**src/cache_defs.svh**
```systemverilog
// width macros shared by the packages and the cache RTL, pulled in with `include
`ifndef CACHE_DEFS_SVH
`define CACHE_DEFS_SVH

// processor side addresses 32-bit words
`define P_ADDR_W 25

// word address minus the 2 word-offset bits
`define LINE_ADDR_W 23

// kept small so the reset-cleared valid and lru state stays cheap
`define INDEX_W 4

`define TAG_W (`LINE_ADDR_W - `INDEX_W)

`define WORD_W 32

// one line is four words
`define LINE_W 128

`define WAYS 4

`endif

```
**src/cache_pkg.sv**
```systemverilog
// internal cache types for lines, tag entries, way vectors and lru orders
`default_nettype none

`include "cache_defs.svh"

package cache_pkg;

    // flat on the memory side, word array for the word select and byte merge
    typedef union packed {
        logic [`LINE_W-1:0]                      flat;
        logic [`LINE_W/`WORD_W-1:0][`WORD_W-1:0] words;
    } line_u;

    // one tag array entry
    typedef struct packed {
        logic              dirty;
        logic [`TAG_W-1:0] tag;
    } tag_entry_t;

    // one bit per way
    typedef logic [`WAYS-1:0] way_vec_t;

    typedef logic [$clog2(`WAYS)-1:0] way_num_t;

    // slot 0 least recent, top slot most recent
    typedef way_num_t [`WAYS-1:0] lru_order_t;

endpackage

`default_nettype wire

```
**src/lru_order.sv**
```systemverilog
// per-set lru order with a touch update and a registered least-recent way output
`default_nettype none

`include "cache_defs.svh"

module lru_order (
    input  wire                     clk,
    input  wire                     rst,
    input  wire [`INDEX_W-1:0]      i_index,
    input  wire                     i_touch,
    input  wire cache_pkg::way_num_t i_touch_way,
    output cache_pkg::way_num_t     o_lru_way
);

    localparam cache_pkg::lru_order_t LRU_IDENT = {2'd3, 2'd2, 2'd1, 2'd0};

    cache_pkg::lru_order_t order_r [2**`INDEX_W];

    // pull the touched way out and append it as most recent
    function automatic cache_pkg::lru_order_t touch_order(
        input cache_pkg::lru_order_t cur,
        input cache_pkg::way_num_t   way
    );
        cache_pkg::lru_order_t nxt;
        logic                  found;
        found = 1'b0;
        for (int s = 0; s < `WAYS - 1; s++) begin
            if (cur[s] == way) begin
                found = 1'b1;
            end
            nxt[s] = found ? cur[s+1] : cur[s];
        end
        nxt[`WAYS-1] = way;
        return nxt;
    endfunction

    always_ff @(posedge clk) begin
        if (rst) begin
            for (int i = 0; i < 2**`INDEX_W; i++) begin
                order_r[i] <= LRU_IDENT;
            end
            o_lru_way <= '0;
        end else begin
            if (i_touch) begin
                order_r[i_index] <= touch_order(order_r[i_index], i_touch_way);
            end
            o_lru_way <= order_r[i_index][0];
        end
    end

endmodule

`default_nettype wire

```
**config.mk**
```make
export PLATFORM = sky130hd
export DESIGN_NAME = lru_order
export DESIGN_NICKNAME = d
export VERILOG_FILES = /design/src/cache_pkg.sv /design/src/lru_order.sv
export VERILOG_INCLUDE_DIRS = /design/src
export SDC_FILE = /design/constraint.sdc
export NUM_CORES = 1
export LEC_CHECK = 0
export CORE_MARGIN = 1
export CORE_UTILIZATION = 50
export CTS_BUF_LIST = sky130_fd_sc_hd__clkbuf_4
export CTS_CLUSTER_DIAMETER = 60
export CTS_CLUSTER_SIZE = 25
export DETAILED_ROUTE_END_ITERATION = 7
export DONT_BUFFER_PORTS = 1
export GPL_TIMING_DRIVEN = 1
export PLACE_DENSITY = 0.68
export SLEW_MARGIN = 20
export SYNTH_ARGS = -nofsm -noshare
export SYNTH_HDL_FRONTEND = slang
export SYNTH_SLANG_ARGS = --single-unit
```
**constraint.sdc**
```tcl
create_clock -name clk -period 3.4 [get_ports clk]
set_clock_uncertainty 0.1 [all_clocks]
set_input_delay 0.51 -clock clk [delete_from_list [all_inputs] [get_ports clk]]
set_output_delay 0.51 -clock clk [all_outputs]
set_load 0.005 [all_outputs]
```
==> results.md <==
* Reg clk slew, reported paths at approximately 0.12 ns
* Mapped cell area at around 0.0061 mm2
* Least-Margin Pin Slew at 0.8199 ns
* Fraction of layout cells with a size suffix above 1 at 20.92%
* Core area at 0.01166 mm2
* H-tree depth at 4
* Peak VDD IR at approximately 260 uV
* ANT nets after route at 0
* Pre-CTS WS at about 0.19 ns
* Hold Violations, Final at 0
* Crit path to: order_r[9][4]$_SDFFCE_PN0P_
* Post-synthesis sequential area ratio at between 60% and 70%
* Synth area leader: edfxtp_1
* Reg2reg setup slack at ~0.27 ns
* Gr usage total at 24.50%
* Post-synth ARST share at 0%
* Die width at between 100 and 150 um
* ANT cells at 0
* CP startpoint kind: flop
* Final Slew Violations at 0
* Setup slack after layout at 0.2665 ns
* Die Y at approximately 110 um
* Top cells by count, synth: 128 x edfxtp_1, 73 x nand2_1, 71 x nor2_1
* Initial Util at between 50% and 60%
* Vias in the first global route at about 3,700
* CP Capture Type: flop
* Leak pwr at 0.002078 uW
* DR iter-0 viols at between 300 and 400
* Number of max-cap violations at 0
* Vias at 3,696
* Compound-Gate Fraction of Synth Area at under 10%
* CTS Buf Count at 17
* Dominant synthesized flop cell: edfxtp_1
* Port bufs at 0
* Yosys reg bits at 130
* Area share of fa/ha/maj cells after synthesis at 0%
* Slowest stage delay, CP at between 0.5 and 0.6 ns
* Synth top area share at a little over three fifths
* Relative slew slack at 45.23%
* Reg2Reg Depth at 8
* Initial antenna violation count at 0
* First-pass GRT wire length at around 22 mm
* Number of synthesized flops with an enable pin at 128
* Mapped Cells at ~440
* Detailed-router iteration count before antenna repair at 5
* Setup CP Type: flop to flop
* Worst setup path start: order_r[8][0]$_SDFFCE_PN0P_
* CTS root buffer: clkbuf_4
* Mean Syn Cell Area at 13.82 um2
* Rows at 39
* Worst EP arrival at approximately 3.3 ns
* Die Footprint at between 0.01 and 0.015 mm2
* Pin count of the biggest net entering global routing at 38
* GRT overflow at 0
* Pwr/cell area at ~500 mW/mm2
* Critical Path Most Common Cell: mux4_2
* I/O pins at 11
* Nets@finish at approximately 460
* Outcome: finished, final reports clean
* Final TNS setup at 0 ns
* Xor and xnor fraction of the mapped netlist area at less than 1%
* Post CTS Setup Buffer Count at 0
* Worst R2R End: order_r[9][4]$_SDFFCE_PN0P_
* Hold Buf Count CTS at 1
* Period utilisation layout at a little over 90%
* Largest family of logic cells by synthesized area: multiplexers
* Max Root-Sink Buffers at 2
* Vias per Instance at approximately 6.1
* Warning count from the yosys run at 0
* Sink Count at between 100 and 150
* DRC at 0
* HP Class: input port to flop
* CP Max Fanout at 16
* Cell Chain, Critical Path: mux4_2 -> mux4_2 -> xnor2_1 -> and2_1 -> or3_4 -> a221oi_4 -> buf_12 -> nor2_1
* Final min period at around 3.1 ns
* Syn_nets at ~450
* R2r startpoint: order_r[8][0]$_SDFFCE_PN0P_
* Max Clk Rate at about 0.32 GHz
* WL final at between 10 and 15 mm
* Hpwl dp at approximately 10 mm
* WL/cell at approximately 24 um
* RD Place Congestion at just over 0.9
* CTS tree: done
* Synth cell types at 35
* Clock Latency Late Sink at approximately 0.56 ns
* CP max stage cell: mux4_2
* Area Growth Syn to Fin at 7.048%
* Top-count cell post-synth: edfxtp_1
* CTS resizes at 0
* Synth top area cells: edfxtp_1 63%, mux4_2 13%, nand2_1 4.5%
* RSZ-0062 raised after global routing: no
* Finish-stage setup viols at 0
* Post-synthesis mux area share at 16.29%
* Required @ worst endpoint at ~3.6 ns
* Simple-Gate Fraction of Synth Area at approximately 15%
-- worst max-delay path, delay by kind of cell, from the launching register on --
kind                      cells  cell delay (ns)
and+or+nand+nor               3             0.63
DFF                           1             0.45
buffers and inverters         1             0.21
xor gates and xnor gates      1             0.19
AOI/OAI and AO/OA             1             0.29
muxes                         2             0.99
-- flip-flops by register name, indices dropped and copies added (netlist names) --
| name | count |
|---|---|
| order_r | 128 |
| o_lru_way | 2 |
-- through the flow --
step,hold slack (ns),area [um2],util [%],total power [uW],cells
after floorplan,0.6921,6125,-,2163,442
after global placement,0.5312,6254,53.62,2270,569
after detailed placement,0.5273,6254,53.62,2277,569
after CTS,0.05969,6538,56.06,3277,602
after global routing,0.07688,6538,56.06,3368,602
final,0.1061,6538,56.06,3265,602
-- report_power, final --
part	internal [uW]	switching [uW]
Clock	463	559
Combinational	166	240
Sequential	1820	22.5
Total	2440	821
-- per-layer routing --
layer | vias to the layer above | wire length, um | share of wire [%] | GRT usage (%)
met5 | - | 0 | 0 | 0
met4 | 0 | 439 | 3.1 | 11.64
met3 | 29 | 1040 | 7.4 | 6.317
met2 | 172 | 6839 | 48 | 38.80
met1 | 1854 | 5828 | 41 | 31.85
li1 | 1641 | - | - | -
-- placed cells by master (no fill, tap or decap), types with 2 or more instances in the layout --
cell type and instances:
clkinv_4 3, nand2_1 73, and2_1 2, mux2_2 3, clkbuf_4 21, nor2_2 10
dfxtp_1 2, mux4_2 36, clkinv_2 3, nand3_1 17, mux2i_1 15, xnor2_1 4
edfxtp_1 128, bufinv_16 2, nand2b_1 19, clkinv_1 3, a21oi_1 5, nor2_1 71
nor3_1 6, nor2b_1 5, buf_4 12
-- cell families (layout without fill, tap and decap cells) --
family,after synthesis,after routing
buf+inv,31,48
flops,130,130
simple gates,209,209
mux,54,54
xor+xnor,5,5
compound gates,13,13
-- cell type report --
type	count	area, um2
well taps	143	178.9
clock inverters	11	116.4
flip-flops and latches	130	3884
inverters	2	7.507
fillers	937	5125
clock buffers	21	157.7
multi-input cells	281	2073
repair buffers	14	120.1
-- worst min-delay path by stage --
stage,cells after the start,end,slack [ns],start
floorplan,2,o_lru_way[0]$_SDFF_PP0_,0.69,rst
global placement,1,o_lru_way[0]$_SDFF_PP0_,0.53,rst
detailed placement,1,o_lru_way[0]$_SDFF_PP0_,0.53,rst
CTS,2,order_r[2][5]$_SDFFCE_PN1P_,0.06,i_index[3]
global route,2,order_r[3][2]$_SDFFCE_PN1P_,0.08,i_index[3]
finish,2,order_r[3][2]$_SDFFCE_PN1P_,0.11,i_index[3]
(Power assumes the default switching activity.)
