## src/cache_defs.svh

```systemverilog
// width macros shared by the packages and the cache RTL, pulled in with `include
`ifndef CACHE_DEFS_SVH
`define CACHE_DEFS_SVH

// processor side addresses 32-bit words
`define P_ADDR_W 25

// word address minus the 2 word-offset bits
`define LINE_ADDR_W 23

// kept small so the reset-cleared valid and lru state stays cheap
`define INDEX_W 4

`define TAG_W (`LINE_ADDR_W - `INDEX_W)

`define WORD_W 32

// one line is four words
`define LINE_W 128

`define WAYS 4

`endif

```

## src/cache_pkg.sv

```systemverilog
// internal cache types for lines, tag entries, way vectors and lru orders
`default_nettype none

`include "cache_defs.svh"

package cache_pkg;

    // flat on the memory side, word array for the word select and byte merge
    typedef union packed {
        logic [`LINE_W-1:0]                      flat;
        logic [`LINE_W/`WORD_W-1:0][`WORD_W-1:0] words;
    } line_u;

    // one tag array entry
    typedef struct packed {
        logic              dirty;
        logic [`TAG_W-1:0] tag;
    } tag_entry_t;

    // one bit per way
    typedef logic [`WAYS-1:0] way_vec_t;

    typedef logic [$clog2(`WAYS)-1:0] way_num_t;

    // slot 0 least recent, top slot most recent
    typedef way_num_t [`WAYS-1:0] lru_order_t;

endpackage

`default_nettype wire

```

## src/cache_way.sv

```systemverilog
// one cache way with data, tag and valid arrays, read one cycle after the index is presented
`default_nettype none

`include "cache_defs.svh"

module cache_way (
    input  wire                          clk,
    input  wire                          rst,
    input  wire [`INDEX_W-1:0]           i_index,
    input  wire [`TAG_W-1:0]             i_tag,
    input  wire                          i_write,
    input  wire                          i_mark_dirty,
    input  wire [`LINE_W/`WORD_W-1:0]    i_word_en,
    input  wire [`WORD_W/8-1:0]          i_byte_en,
    input  wire cache_pkg::line_u        i_line,
    output cache_pkg::line_u             o_line,
    output logic                         o_hit,
    output logic                         o_valid,
    output logic                         o_dirty,
    output logic [`LINE_ADDR_W-1:0]      o_victim_addr
);

    cache_pkg::line_u      data_mem [2**`INDEX_W];
    cache_pkg::tag_entry_t tag_mem [2**`INDEX_W];
    logic [2**`INDEX_W-1:0] valid_r;
    cache_pkg::tag_entry_t tag_q;
    logic                  valid_q;

    // byte lanes of the selected words only
    always_ff @(posedge clk) begin
        for (int w = 0; w < `LINE_W/`WORD_W; w++) begin
            for (int b = 0; b < `WORD_W/8; b++) begin
                if (i_write && i_word_en[w] && i_byte_en[b]) begin
                    data_mem[i_index].words[w][8*b +: 8] <= i_line.words[w][8*b +: 8];
                end
            end
        end
        o_line <= data_mem[i_index];
    end

    // any write leaves the tag current, dirty comes from the controller
    always_ff @(posedge clk) begin
        if (i_write) begin
            tag_mem[i_index] <= '{dirty: i_mark_dirty, tag: i_tag};
        end
        tag_q <= tag_mem[i_index];
    end

    always_ff @(posedge clk) begin
        if (rst) begin
            valid_r <= '0;
            valid_q <= 1'b0;
        end else begin
            if (i_write) begin
                valid_r[i_index] <= 1'b1;
            end
            valid_q <= valid_r[i_index];
        end
    end

    assign o_hit   = valid_q && (tag_q.tag == i_tag);
    assign o_valid = valid_q;
    assign o_dirty = tag_q.dirty;

    // line address of the stored line, used for write-back
    assign o_victim_addr = {tag_q.tag, i_index};

endmodule

`default_nettype wire

```

## config.mk

```make
export PLATFORM = sky130hd
export DESIGN_NAME = cache_way
export DESIGN_NICKNAME = d
export VERILOG_FILES = /design/src/cache_pkg.sv /design/src/cache_way.sv
export VERILOG_INCLUDE_DIRS = /design/src
export SDC_FILE = /design/constraint.sdc
export NUM_CORES = 2
export LEC_CHECK = 0
export BUFFER_PORTS_ARGS = -buffer_cell sky130_fd_sc_hd__buf_2
export CAP_MARGIN = 15
export CORE_MARGIN = 8
export CORE_UTILIZATION = 58
export CTS_BUF_LIST = sky130_fd_sc_hd__clkbuf_8
export DETAILED_ROUTE_END_ITERATION = 10
export HOLD_SLACK_MARGIN = 0.08
export PLACE_DENSITY = 0.88
export SLEW_MARGIN = 20
export SYNTH_ARGS = -nofsm -noshare
export SYNTH_HDL_FRONTEND = slang
export SYNTH_SLANG_ARGS = --single-unit
```

## constraint.sdc

```tcl
create_clock -name clk -period 2.6 [get_ports clk]
set_input_delay 0.39 -clock clk [delete_from_list [all_inputs] [get_ports clk]]
set_output_delay 0.39 -clock clk [all_outputs]
set_load 0.05 [all_outputs]
```

==> flow_metrics.tcl <==
set metrics [dict create \
    cts_buffer_depth 4 \
    p_int_uw 63100 \
    worstMarginPinSlew_ns 0.935 \
    yosys.cell_count.top_type "edfxtp_1" \
    start_util_pct 58.3 \
    syn-instance-count 4195 \
    cts-root-buf "clkbuf_8" \
    violations "setup timing" \
    fin_nets 5412 \
    status "complete, but fails checks" \
    crit_slowest_cell "dfxtp_1" \
    cts_buffers 392 \
    clockPowerShare_pct 38.3 \
    vias 48900 \
    crit_arrival_ns 2.40 \
    hold_path_class "in2reg" \
    final_max_slew_viol_count 0 \
    synth_seq_cells 2533 \
    die_area_mm2 0.174 \
    yosys-top-cells-count "2368 x edfxtp_1, 594 x mux4_2, 296 x a22oi_1" \
    worst_ep_required_time_ns 2.21 \
    cts-htree-levels 5 \
    mappedNetlistNets 4358 \
    fin_crit_sh_pct 107 \
    grt_pass1_vias 51500 \
    path_class "reg2out" \
    core-area_mm2 0.160 \
    synth.distinct_cells 34 \
    synthTopCellsByArea "edfxtp_1 76%, mux4_2 14%, dfxtp_1 3.5%" \
    clock_sinks 2533 \
    fill_cells 9029 \
    ant_nets 0 \
    io_pins 317 \
    skew_ns 0.0899 \
    rsz0062_at_grt "true" \
    grt_max_degree 127 \
    ys_seq_area_share_pct 79.6 \
    drt-pass1-iter-count 7 \
    maxCapViolCount 0 \
    drtIter0Drc 6759 \
    grt_usage_pct 26.1 \
    cts_tree "yes" \
    avgSynthCellArea_um2 22.3 \
    rows 147 \
    slowest_delay_ns 0.45 \
    die_x_um 418 \
    path_cells "xor2_1 > nor4_2 > nand3_1 > nor3_2 > buf_6" \
    dp_worst_setup_slack_ns 0.236 \
    wirelength_um 231000 \
    crit_path_end_kind "primary output" \
    start_kind "register" \
    seqPwrFrac_pct 55.4 \
    dp_hpwl_um 138000 \
    area_growth_pct 17.2 \
    path_buf_inv 1 \
    die_h_um 418 \
    cpLargestDelayFamily "simple AND/OR/NAND/NOR gates" \
    net-switching-power_uw 18900 \
    async_flop_share_pct 0 \
    clkLatencyLatePin_ns 1.06 \
    synth-main-ff-cell "edfxtp_1" \
    postCtsSetupRepairBufs 0 \
    p_leak_uw 0.0369 \
    portBuffers 316 \
    yosys_warnings 0 \
    synth_area_leader_cell "edfxtp_1" \
    fin_total_pwr_uw 82000 \
    timing.fmax_ghz 0.358 \
    wire_per_inst_um 29.8 \
    setup_viol_count_final 1 \
    vias_per_cell 6.31 \
    grt_first_pass_wirelength_um 336000 \
    setup-tns-final_ns -0.192 \
    setup_ws_ns -0.192 \
    power_density_mw_per_mm2 748 \
    gp_congestion 0.796 \
    syn_area_mm2 0.0935 \
    final_layout_size_suffix_gt1_share_pct 33.6 \
    synth-edff-count 2368 \
    swShare_pct 23.0 \
    critPathMaxFanout 2 \
    power_frac_comb_pct 6.3 \
    clk_pin_slew_ns 0.07 \
    synth_top_area_share_pct 76.1 \
    min_period_ns 2.79 \
    antenna_found_initial 20 \
    drc 0 \
    vdd_drop_max_mv 0.552 \
    max-slew-margin-rel_pct 37.7 \
    grt_overflow 0 \
    hold_viol_final 0 \
]
[registers in the layout, summed over array words and instances, names as in the netlist]
register,cells
data_mem,2048
o_dirty,1
o_line,128
o_valid,1
o_victim_addr,19
tag_mem,320
valid_r,16
[stage by stage]
step           cell area, µm²  hold slack [ns]  cells  utilization [%]
5_1_grt                110000            0.221   7739             68.3
3_5_place_dp           101000            0.450   6850             62.7
3_3_place_gp           101000            0.441   6850             62.7
4_1_cts                110000            0.143   7723             68.3
2_1_floorplan           93500            0.432   4195                -
6_report               110000            0.265   7744             68.3
[final timing paths]
path | endpoint | cells after the start | start | slack, ns
min reg2reg | valid_r[4]$_SDFFE_PP0P_ | 2 | valid_r[4]$_SDFFE_PP0P_ | 0.50
min | data_mem[4][73]$_DFFE_PP_ | 2 | i_line[73] | 0.27
max | o_hit | 5 | o_victim_addr[18]$_DFF_P_ | -0.19
max reg2reg | o_line[118]$_DFF_P_ | 3 | data_mem[9][118]$_DFFE_PP_ | 1.06
[repair_timing]
action | CTS | global route
pin swaps | 4 | 0
endpoints found under the setup margin | 1 | 1
resized for setup | 10 | 0
hold buffers | 165 | 0
endpoints found under the hold margin | 2762 | 0
[cells in the final DEF (no fill, tap or decap), types with 7 or more instances in the layout]
cell,synthesis,layout
a22oi_1,296,296
a31oi_1,8,8
buf_12,0,54
buf_2,44,313
buf_4,11,370
bufinv_16,0,11
clkbuf_8,0,428
clkinv_1,0,66
clkinv_2,0,39
clkinvlp_4,0,9
dfxtp_1,165,162
diode_2,0,21
dlygate4sd3_1,0,165
edfxtp_1,2368,2368
inv_1,2,152
mux4_2,594,594
nand2_1,158,150
nand2_2,4,12
nand3_1,21,17
nor2_1,285,272
nor2_2,1,13
xnor2_1,7,7
xor2_1,12,11
[layout make-up]
class / count / area, µm² / area share [%]
flip-flops and latches: 2533 / 74400 / 67.9
clock inverters: 280 / 1460 / 1.33
repair buffers: 905 / 7120 / 6.49
diodes: 21 / 52.6 / 0.0479
inverters: 2 / 7.51 / 0.00685
well taps: 2160 / 2700 / 2.47
multi-input cells: 1415 / 18000 / 16.4
clock buffers: 428 / 5890 / 5.37
[power groups by stage]
stage	clock network [µW]	registers, µW	logic [µW]
floorplan	0	47000	2060
global placement	0	46200	4650
detailed placement	0	46300	4840
CTS	31500	45400	5110
global route	33500	45500	5380
finish	31400	45500	5150
[routing by layer]
layer	track usage, %	routed length [µm]	vias up
met4	14.8	14300	2
met3	6.02	23400	771
met1	32.0	77400	24800
met5	0	13	-
met2	43.4	116000	3567
li1	-	-	19700
[logic make-up (layout without fill, tap and decap cells)]
| logic type | count (synthesis) | after routing | share of synthesized area [%] |
|---|---|---|---|
| flip-flops | 2533 | 2533 | 79.6 |
| XOR/XNOR | 19 | 19 | 0.178 |
| multiplexers | 598 | 598 | 14.4 |
| buffers and inverters | 247 | 1615 | 1.34 |
| AO/OA/AOI/OAI | 312 | 312 | 2.51 |
| other | 0 | 21 | 0 |
| AND/OR/NAND/NOR | 486 | 486 | 2.04 |
Power figures use the tool's default switching activity.
