--- src/cache_defs.svh ---
// width macros shared by the packages and the cache RTL, pulled in with `include
`ifndef CACHE_DEFS_SVH
`define CACHE_DEFS_SVH

// processor side addresses 32-bit words
`define P_ADDR_W 25

// word address minus the 2 word-offset bits
`define LINE_ADDR_W 23

// kept small so the reset-cleared valid and lru state stays cheap
`define INDEX_W 4

`define TAG_W (`LINE_ADDR_W - `INDEX_W)

`define WORD_W 32

// one line is four words
`define LINE_W 128

`define WAYS 4

`endif

--- src/bus_pkg.sv ---
// bus types for the processor request port and the memory command port of the cache
`default_nettype none

`include "cache_defs.svh"

package bus_pkg;

    // processor request, held stable while waitrequest is high
    typedef struct packed {
        logic                      read;
        logic                      write;
        logic [`P_ADDR_W-1:0]      addr;
        logic [`WORD_W/8-1:0]      byte_en;
        logic [`WORD_W-1:0]        wdata;
    } proc_req_t;

    // memory command, addr is a line address
    typedef struct packed {
        logic                      read;
        logic                      write;
        logic [`LINE_ADDR_W-1:0]   addr;
        logic [`LINE_W-1:0]        wline;
    } mem_cmd_t;

endpackage

`default_nettype wire

--- src/cache_pkg.sv ---
// internal cache types for lines, tag entries, way vectors and lru orders
`default_nettype none

`include "cache_defs.svh"

package cache_pkg;

    // flat on the memory side, word array for the word select and byte merge
    typedef union packed {
        logic [`LINE_W-1:0]                      flat;
        logic [`LINE_W/`WORD_W-1:0][`WORD_W-1:0] words;
    } line_u;

    // one tag array entry
    typedef struct packed {
        logic              dirty;
        logic [`TAG_W-1:0] tag;
    } tag_entry_t;

    // one bit per way
    typedef logic [`WAYS-1:0] way_vec_t;

    typedef logic [$clog2(`WAYS)-1:0] way_num_t;

    // slot 0 least recent, top slot most recent
    typedef way_num_t [`WAYS-1:0] lru_order_t;

endpackage

`default_nettype wire

--- src/cache_ctrl.sv ---
// cache access FSM with hit handling, line fetch, dirty write-back and memory command registers
`default_nettype none

`include "cache_defs.svh"

module cache_ctrl (
    input  wire                               clk,
    input  wire                               rst,
    input  wire bus_pkg::proc_req_t           i_p_req,
    output logic [`WORD_W-1:0]                o_p_readdata,
    output logic                              o_p_readdata_valid,
    output logic                              o_p_waitrequest,
    output bus_pkg::mem_cmd_t                 o_m_cmd,
    input  wire cache_pkg::line_u             i_m_readdata,
    input  wire                               i_m_readdata_valid,
    input  wire                               i_m_waitrequest,
    output logic [`INDEX_W-1:0]               o_index,
    output logic [`TAG_W-1:0]                 o_tag,
    output cache_pkg::way_vec_t               o_way_write,
    output logic                              o_mark_dirty,
    output logic [`LINE_W/`WORD_W-1:0]        o_word_en,
    output logic [`WORD_W/8-1:0]              o_byte_en,
    output cache_pkg::line_u                  o_wr_line,
    input  wire cache_pkg::way_vec_t          i_hit,
    input  wire cache_pkg::way_vec_t          i_valid,
    input  wire cache_pkg::way_vec_t          i_dirty,
    input  wire cache_pkg::line_u [`WAYS-1:0] i_way_line,
    input  wire [`WAYS-1:0][`LINE_ADDR_W-1:0] i_victim_addr,
    input  wire cache_pkg::way_num_t          i_lru_way,
    output logic                              o_touch,
    output cache_pkg::way_num_t               o_touch_way
);

    typedef enum logic [2:0] {
        IDLE, COMP, HIT, FETCH_REQ, FETCH_WAIT, FILL_WRITE, WB_SETUP, WB_WAIT
    } state_t;

    state_t               state;
    bus_pkg::proc_req_t   req_q;
    cache_pkg::way_num_t  way_q;
    cache_pkg::way_num_t  hit_num;
    cache_pkg::way_num_t  victim_num;
    cache_pkg::way_vec_t  way_onehot;
    cache_pkg::line_u     hit_line;
    logic [`P_ADDR_W-1:0] addr_sel;
    logic [`LINE_ADDR_W-1:0] line_addr;
    logic [1:0]           word_off;
    logic                 victim_dirty;
    logic                 filling;

    // arrays see the live request only while idle
    assign addr_sel  = (state == IDLE) ? i_p_req.addr : req_q.addr;
    assign line_addr = addr_sel[`P_ADDR_W-1:2];
    assign o_index   = line_addr[`INDEX_W-1:0];
    assign o_tag     = line_addr[`LINE_ADDR_W-1:`INDEX_W];
    assign word_off  = req_q.addr[1:0];

    // lowest hitting way, and victim is first invalid way else lru way
    always_comb begin
        hit_num    = '0;
        victim_num = i_lru_way;
        for (int w = `WAYS - 1; w >= 0; w--) begin
            if (i_hit[w]) begin
                hit_num = cache_pkg::way_num_t'(w);
            end
            if (!i_valid[w]) begin
                victim_num = cache_pkg::way_num_t'(w);
            end
        end
    end

    assign hit_line     = i_way_line[hit_num];
    assign victim_dirty = i_valid[victim_num] && i_dirty[victim_num];
    assign way_onehot   = cache_pkg::way_vec_t'(1) << way_q;
    assign filling      = (state == FETCH_WAIT);

    // fill writes the whole memory line, otherwise one word with its byte enables
    assign o_word_en = filling ? '1 : (`LINE_W/`WORD_W)'(1) << word_off;
    assign o_byte_en = filling ? '1 : req_q.byte_en;

    always_comb begin
        if (filling) begin
            o_wr_line = i_m_readdata;
        end else begin
            o_wr_line.flat = {(`LINE_W/`WORD_W){req_q.wdata}};
        end
    end

    assign o_way_write  = (state == HIT || state == FILL_WRITE ||
                           (filling && i_m_readdata_valid)) ? way_onehot : '0;
    assign o_mark_dirty = (state == HIT) || (state == FILL_WRITE);

    // hits touch in COMP, misses touch when the line lands
    assign o_touch     = (state == COMP && |i_hit) || (filling && i_m_readdata_valid);
    assign o_touch_way = (state == COMP) ? hit_num : way_q;

    assign o_p_waitrequest = (state != IDLE);

    always_ff @(posedge clk) begin
        if (rst) begin
            state              <= IDLE;
            req_q              <= '0;
            way_q              <= '0;
            o_p_readdata_valid <= 1'b0;
            o_m_cmd.read       <= 1'b0;
            o_m_cmd.write      <= 1'b0;
        end else begin
            o_p_readdata_valid <= 1'b0;
            case (state)
                IDLE: begin
                    if (i_p_req.read || i_p_req.write) begin
                        req_q <= i_p_req;
                        state <= COMP;
                    end
                end
                COMP: begin
                    if (|i_hit) begin
                        way_q <= hit_num;
                        if (req_q.read) begin
                            o_p_readdata       <= hit_line.words[word_off];
                            o_p_readdata_valid <= 1'b1;
                            state              <= IDLE;
                        end else begin
                            state <= HIT;
                        end
                    end else begin
                        way_q <= victim_num;
                        if (victim_dirty) begin
                            state <= WB_SETUP;
                        end else begin
                            o_m_cmd.read <= 1'b1;
                            o_m_cmd.addr <= req_q.addr[`P_ADDR_W-1:2];
                            state        <= FETCH_REQ;
                        end
                    end
                end
                HIT: begin
                    state <= IDLE;
                end
                FETCH_REQ: begin
                    if (!i_m_waitrequest) begin
                        o_m_cmd.read <= 1'b0;
                        state        <= FETCH_WAIT;
                    end
                end
                FETCH_WAIT: begin
                    if (i_m_readdata_valid) begin
                        if (req_q.write) begin
                            state <= FILL_WRITE;
                        end else begin
                            o_p_readdata       <= i_m_readdata.words[word_off];
                            o_p_readdata_valid <= 1'b1;
                            state              <= IDLE;
                        end
                    end
                end
                // pending write lands on top of the fresh line
                FILL_WRITE: begin
                    state <= IDLE;
                end
                WB_SETUP: begin
                    o_m_cmd.addr  <= i_victim_addr[way_q];
                    o_m_cmd.wline <= i_way_line[way_q].flat;
                    o_m_cmd.write <= 1'b1;
                    state         <= WB_WAIT;
                end
                WB_WAIT: begin
                    if (!i_m_waitrequest) begin
                        o_m_cmd.write <= 1'b0;
                        o_m_cmd.read  <= 1'b1;
                        o_m_cmd.addr  <= req_q.addr[`P_ADDR_W-1:2];
                        state         <= FETCH_REQ;
                    end
                end
                default: begin
                    state <= IDLE;
                end
            endcase
        end
    end

endmodule

`default_nettype wire

--- config.mk ---
export PLATFORM = sky130hd
export DESIGN_NAME = cache_ctrl
export DESIGN_NICKNAME = d
export VERILOG_FILES = /design/src/bus_pkg.sv /design/src/cache_pkg.sv /design/src/cache_ctrl.sv
export VERILOG_INCLUDE_DIRS = /design/src
export SDC_FILE = /design/constraint.sdc
export NUM_CORES = 1
export LEC_CHECK = 0
export BUFFER_PORTS_ARGS = -buffer_cell sky130_fd_sc_hd__buf_4
export CORE_AREA = 2 2 456 458
export DETAILED_ROUTE_END_ITERATION = 10
export DIE_AREA = 0 0 458 460
export GPL_TIMING_DRIVEN = 0
export HOLD_SLACK_MARGIN = 0.1
export SYNTH_ARGS = -nofsm -noshare
export SYNTH_HDL_FRONTEND = slang
export SYNTH_SLANG_ARGS = --single-unit
--- constraint.sdc ---
create_clock -name clk -period 28.5 [get_ports clk]
set_input_delay 8.55 -clock clk [delete_from_list [all_inputs] [get_ports clk]]
set_output_delay 8.55 -clock clk [all_outputs]
set_load 0.01 [all_outputs]
==> reports/qor.txt <==
f_max = 0.0503 GHz
Crit Path Class = input port to output pin
post-synth cell types = 57
# fillers = 23.3k
most frequent cells in the layout = 1173 x buf_4, 543 x nand2_1, 183 x mux4_2, 183 x edfxtp_1, 148 x clkbuf_1
drt via density = 4.33
Yosys reg bits = 254
Yosys top cell by area = edfxtp_1
floorplan row count = 167
residual antenna-violating net count after detailed routing = 0
H-Tree Level Count = 2
share of cells above drive strength 1 = 47.1%
root buffer cell = clkbuf_16
kind of cell adding the most delay to the critical path = buffers and inverters
class of the worst hold path = flop to flop
post-CTS resize count = 0
number of enable flip-flop cells after synthesis = 183
HPWL after DPL = 243000 um
Setup Fix Bufs, Post-CTS = 0
global-route wire length before repair = 327000 um
unrepaired setup endpoints after global routing = false
initial antenna violation count = 207
Initial DRT Pass Iterations = 5
status = finished clean
core area = 0.206 mm2
Cell Area, Synth = 0.0198 mm2
crit path buf inv count = 4
Slew @ Worst Pin = 1.43 ns
area of the multi-input gates = 0.0120 mm2
asr flop ratio synth = 0%
Vias = 26.6k
DRC viols = 0
Worst path slowest cell = buf_1
Final min period = 19.87 ns
worst-path fanout max = 10
leading post-synthesis cells by cell area = edfxtp_1 28%, mux4_2 21%, nand2_1 10%
sequence of cells on the critical path = buf_4 > nor2_1 > buf_2 > buf_1 > nand2_1 > a22o_1 > buf_4
synthesized area per cell = 9.53 um2
final setup fails = 0
routed wire length = 273000 um
crit start category = input port
Final Hold Vio Count = 0
Worst-path clk slew = 0.05 ns
hold path cells = 2
final slew viol count = 0
GRT overflow = 0
port bufs = 1165
Initial Util = 9.61%
Hold WS = 0.454 ns
commonest non-fill, non-tap cell in the layout = buf_4
P&R area growth vs syn = 72.8%
Critical Path Stages = 7
hold-fix buffers at CTS = 0
Final GP Congestion = 0.951
Final Non-Filler Cells = 6137
Placed Cells = 5978
clk buf depth = 3
Tcrit/Tclk final = 69.7%
CTS sink cnt = 254
clock latency on the worst-skew pair = 0.70 ns
wire per inst = 44.5 um
FF/Latch Area = 0.00692 mm2
crit path DAT = 11.32 ns
relative slew slack = 4.41%
die area = 0.211 mm2
GR Util All Layers = 24.8%
Most used DFF post-synth = edfxtp_1
data required time of the critical path = 19.95 ns
Post-Route Setup TNS = 0 ns
die height = 460 um
largest net degree at the start of global routing = 27
CTS tree = built
post-synth top area share = 27.7%
cell mode on critical path = buf_4
Leakage = 13.3 nW
final net count = 4136
drt initial violations = 2728
Cell Pwr Density = 47.1 mW/mm2
Num CTS Buffers = 46
chip width = 458 um
Worst Setup End Kind = output pin
Mapped Nets = 2892
Max Clock Skew = 0.0231 ns
Mapped Cells = 2079
Max VDD drop = 0.0443 mV
FF-to-FF path depth = 4
highest cell delay on the worst timing path = 0.69 ns
vias in the first global route = 25.7k
I/O pins = 1167
Seq/Total Area, Yosys = 34.9%
Max Cap Viol = 0
yosys warns = 0
path summary, 6_finish.rpt:
| kind | slack (ns) | end | from |
|---|---|---|---|
| setup reg to reg | 24.44 | o_m_cmd[124]$_DFFE_PP_ | way_q[0]$_SDFFE_PP0P_ |
| hold reg to reg | 0.45 | req_q[32]$_SDFFE_PP0P_ | req_q[32]$_SDFFE_PP0P_ |
| setup / recovery | 8.63 | o_touch | i_hit[0] |
| hold / removal | 0.45 | req_q[32]$_SDFFE_PP0P_ | req_q[32]$_SDFFE_PP0P_ |
cell usage after synthesis, drive strengths merged (2+ instances only):
cell type / instances
o31a: 12
nand3: 110
buf: 61
clkbuf: 150
o21ba: 2
mux2: 45
a21oi: 132
a21o: 12
nand2b: 20
inv: 22
a41oi: 32
a22oi: 13
dfxtp: 71
nor3b: 4
o21ai: 138
and3: 2
clkinv: 2
edfxtp: 183
o22a: 20
a31oi: 32
or2: 5
a211oi: 48
nor2: 61
mux2i: 43
nand2: 543
o22ai: 45
mux4: 183
o2111ai: 12
nor4: 12
o211ai: 22
nor2b: 7
nor3: 4
a2111oi: 20
power breakdown:
part	switching [mW]	internal, mW	total [mW]
logic	0.340	0.218	0.559
registers	0.00865	0.414	0.423
clock network	0.276	0.355	0.632
through the flow:
stage	setup WS [ns]	area (um2)	util, %	power [mW]
3_3_place_gp	6.43	31900	15.5	0.982
4_1_cts	8.50	34000	16.5	1.64
3_5_place_dp	8.51	32400	15.7	0.992
5_1_grt	8.55	34200	16.6	1.67
2_1_floorplan	10.23	19800	-	0.628
6_report	8.63	34200	16.6	1.61
state kept, by name, summed over array words and instances (netlist names):
name                count
way_q                   2
req_q                  63
o_m_cmd               153
state                   3
o_p_readdata           32
o_p_readdata_valid      1
routing by layer:
metal / vias up / GRT usage, % / part of all wire (%)
met5: - / 0 / 0.18
met2: 2196 / 42.2 / 48
li1: 10500 / - / -
met4: 74 / 12.1 / 5.9
met1: 13100 / 25.5 / 34
met3: 612 / 11.7 / 12
cell families after synthesis:
logic type,count (synthesis),synth area share [%]
simple gates,774,16.3
compound gates,545,17.9
mux,271,25.8
flops,254,34.9
buf+inv,235,5.09
worst reg2reg max path, delay by kind of cell (launching register included):
kind / cells / cell delay [ns]
buffers and inverters: 3 / 2.81
multiplexers: 1 / 0.52
flip-flops: 1 / 0.47
cell type report:
type                       count  share of cell area, %
tap                         2704                   9.89
timing repair buffer        1196                   26.7
inverter                      24                  0.263
clock inverter                35                   1.18
antenna                       73                  0.534
buffer                       211                   2.71
sequential                   254                   20.2
multi-input combinational   1590                   35.0
clock buffer                  50                   3.50
(Power assumes the default switching activity.)
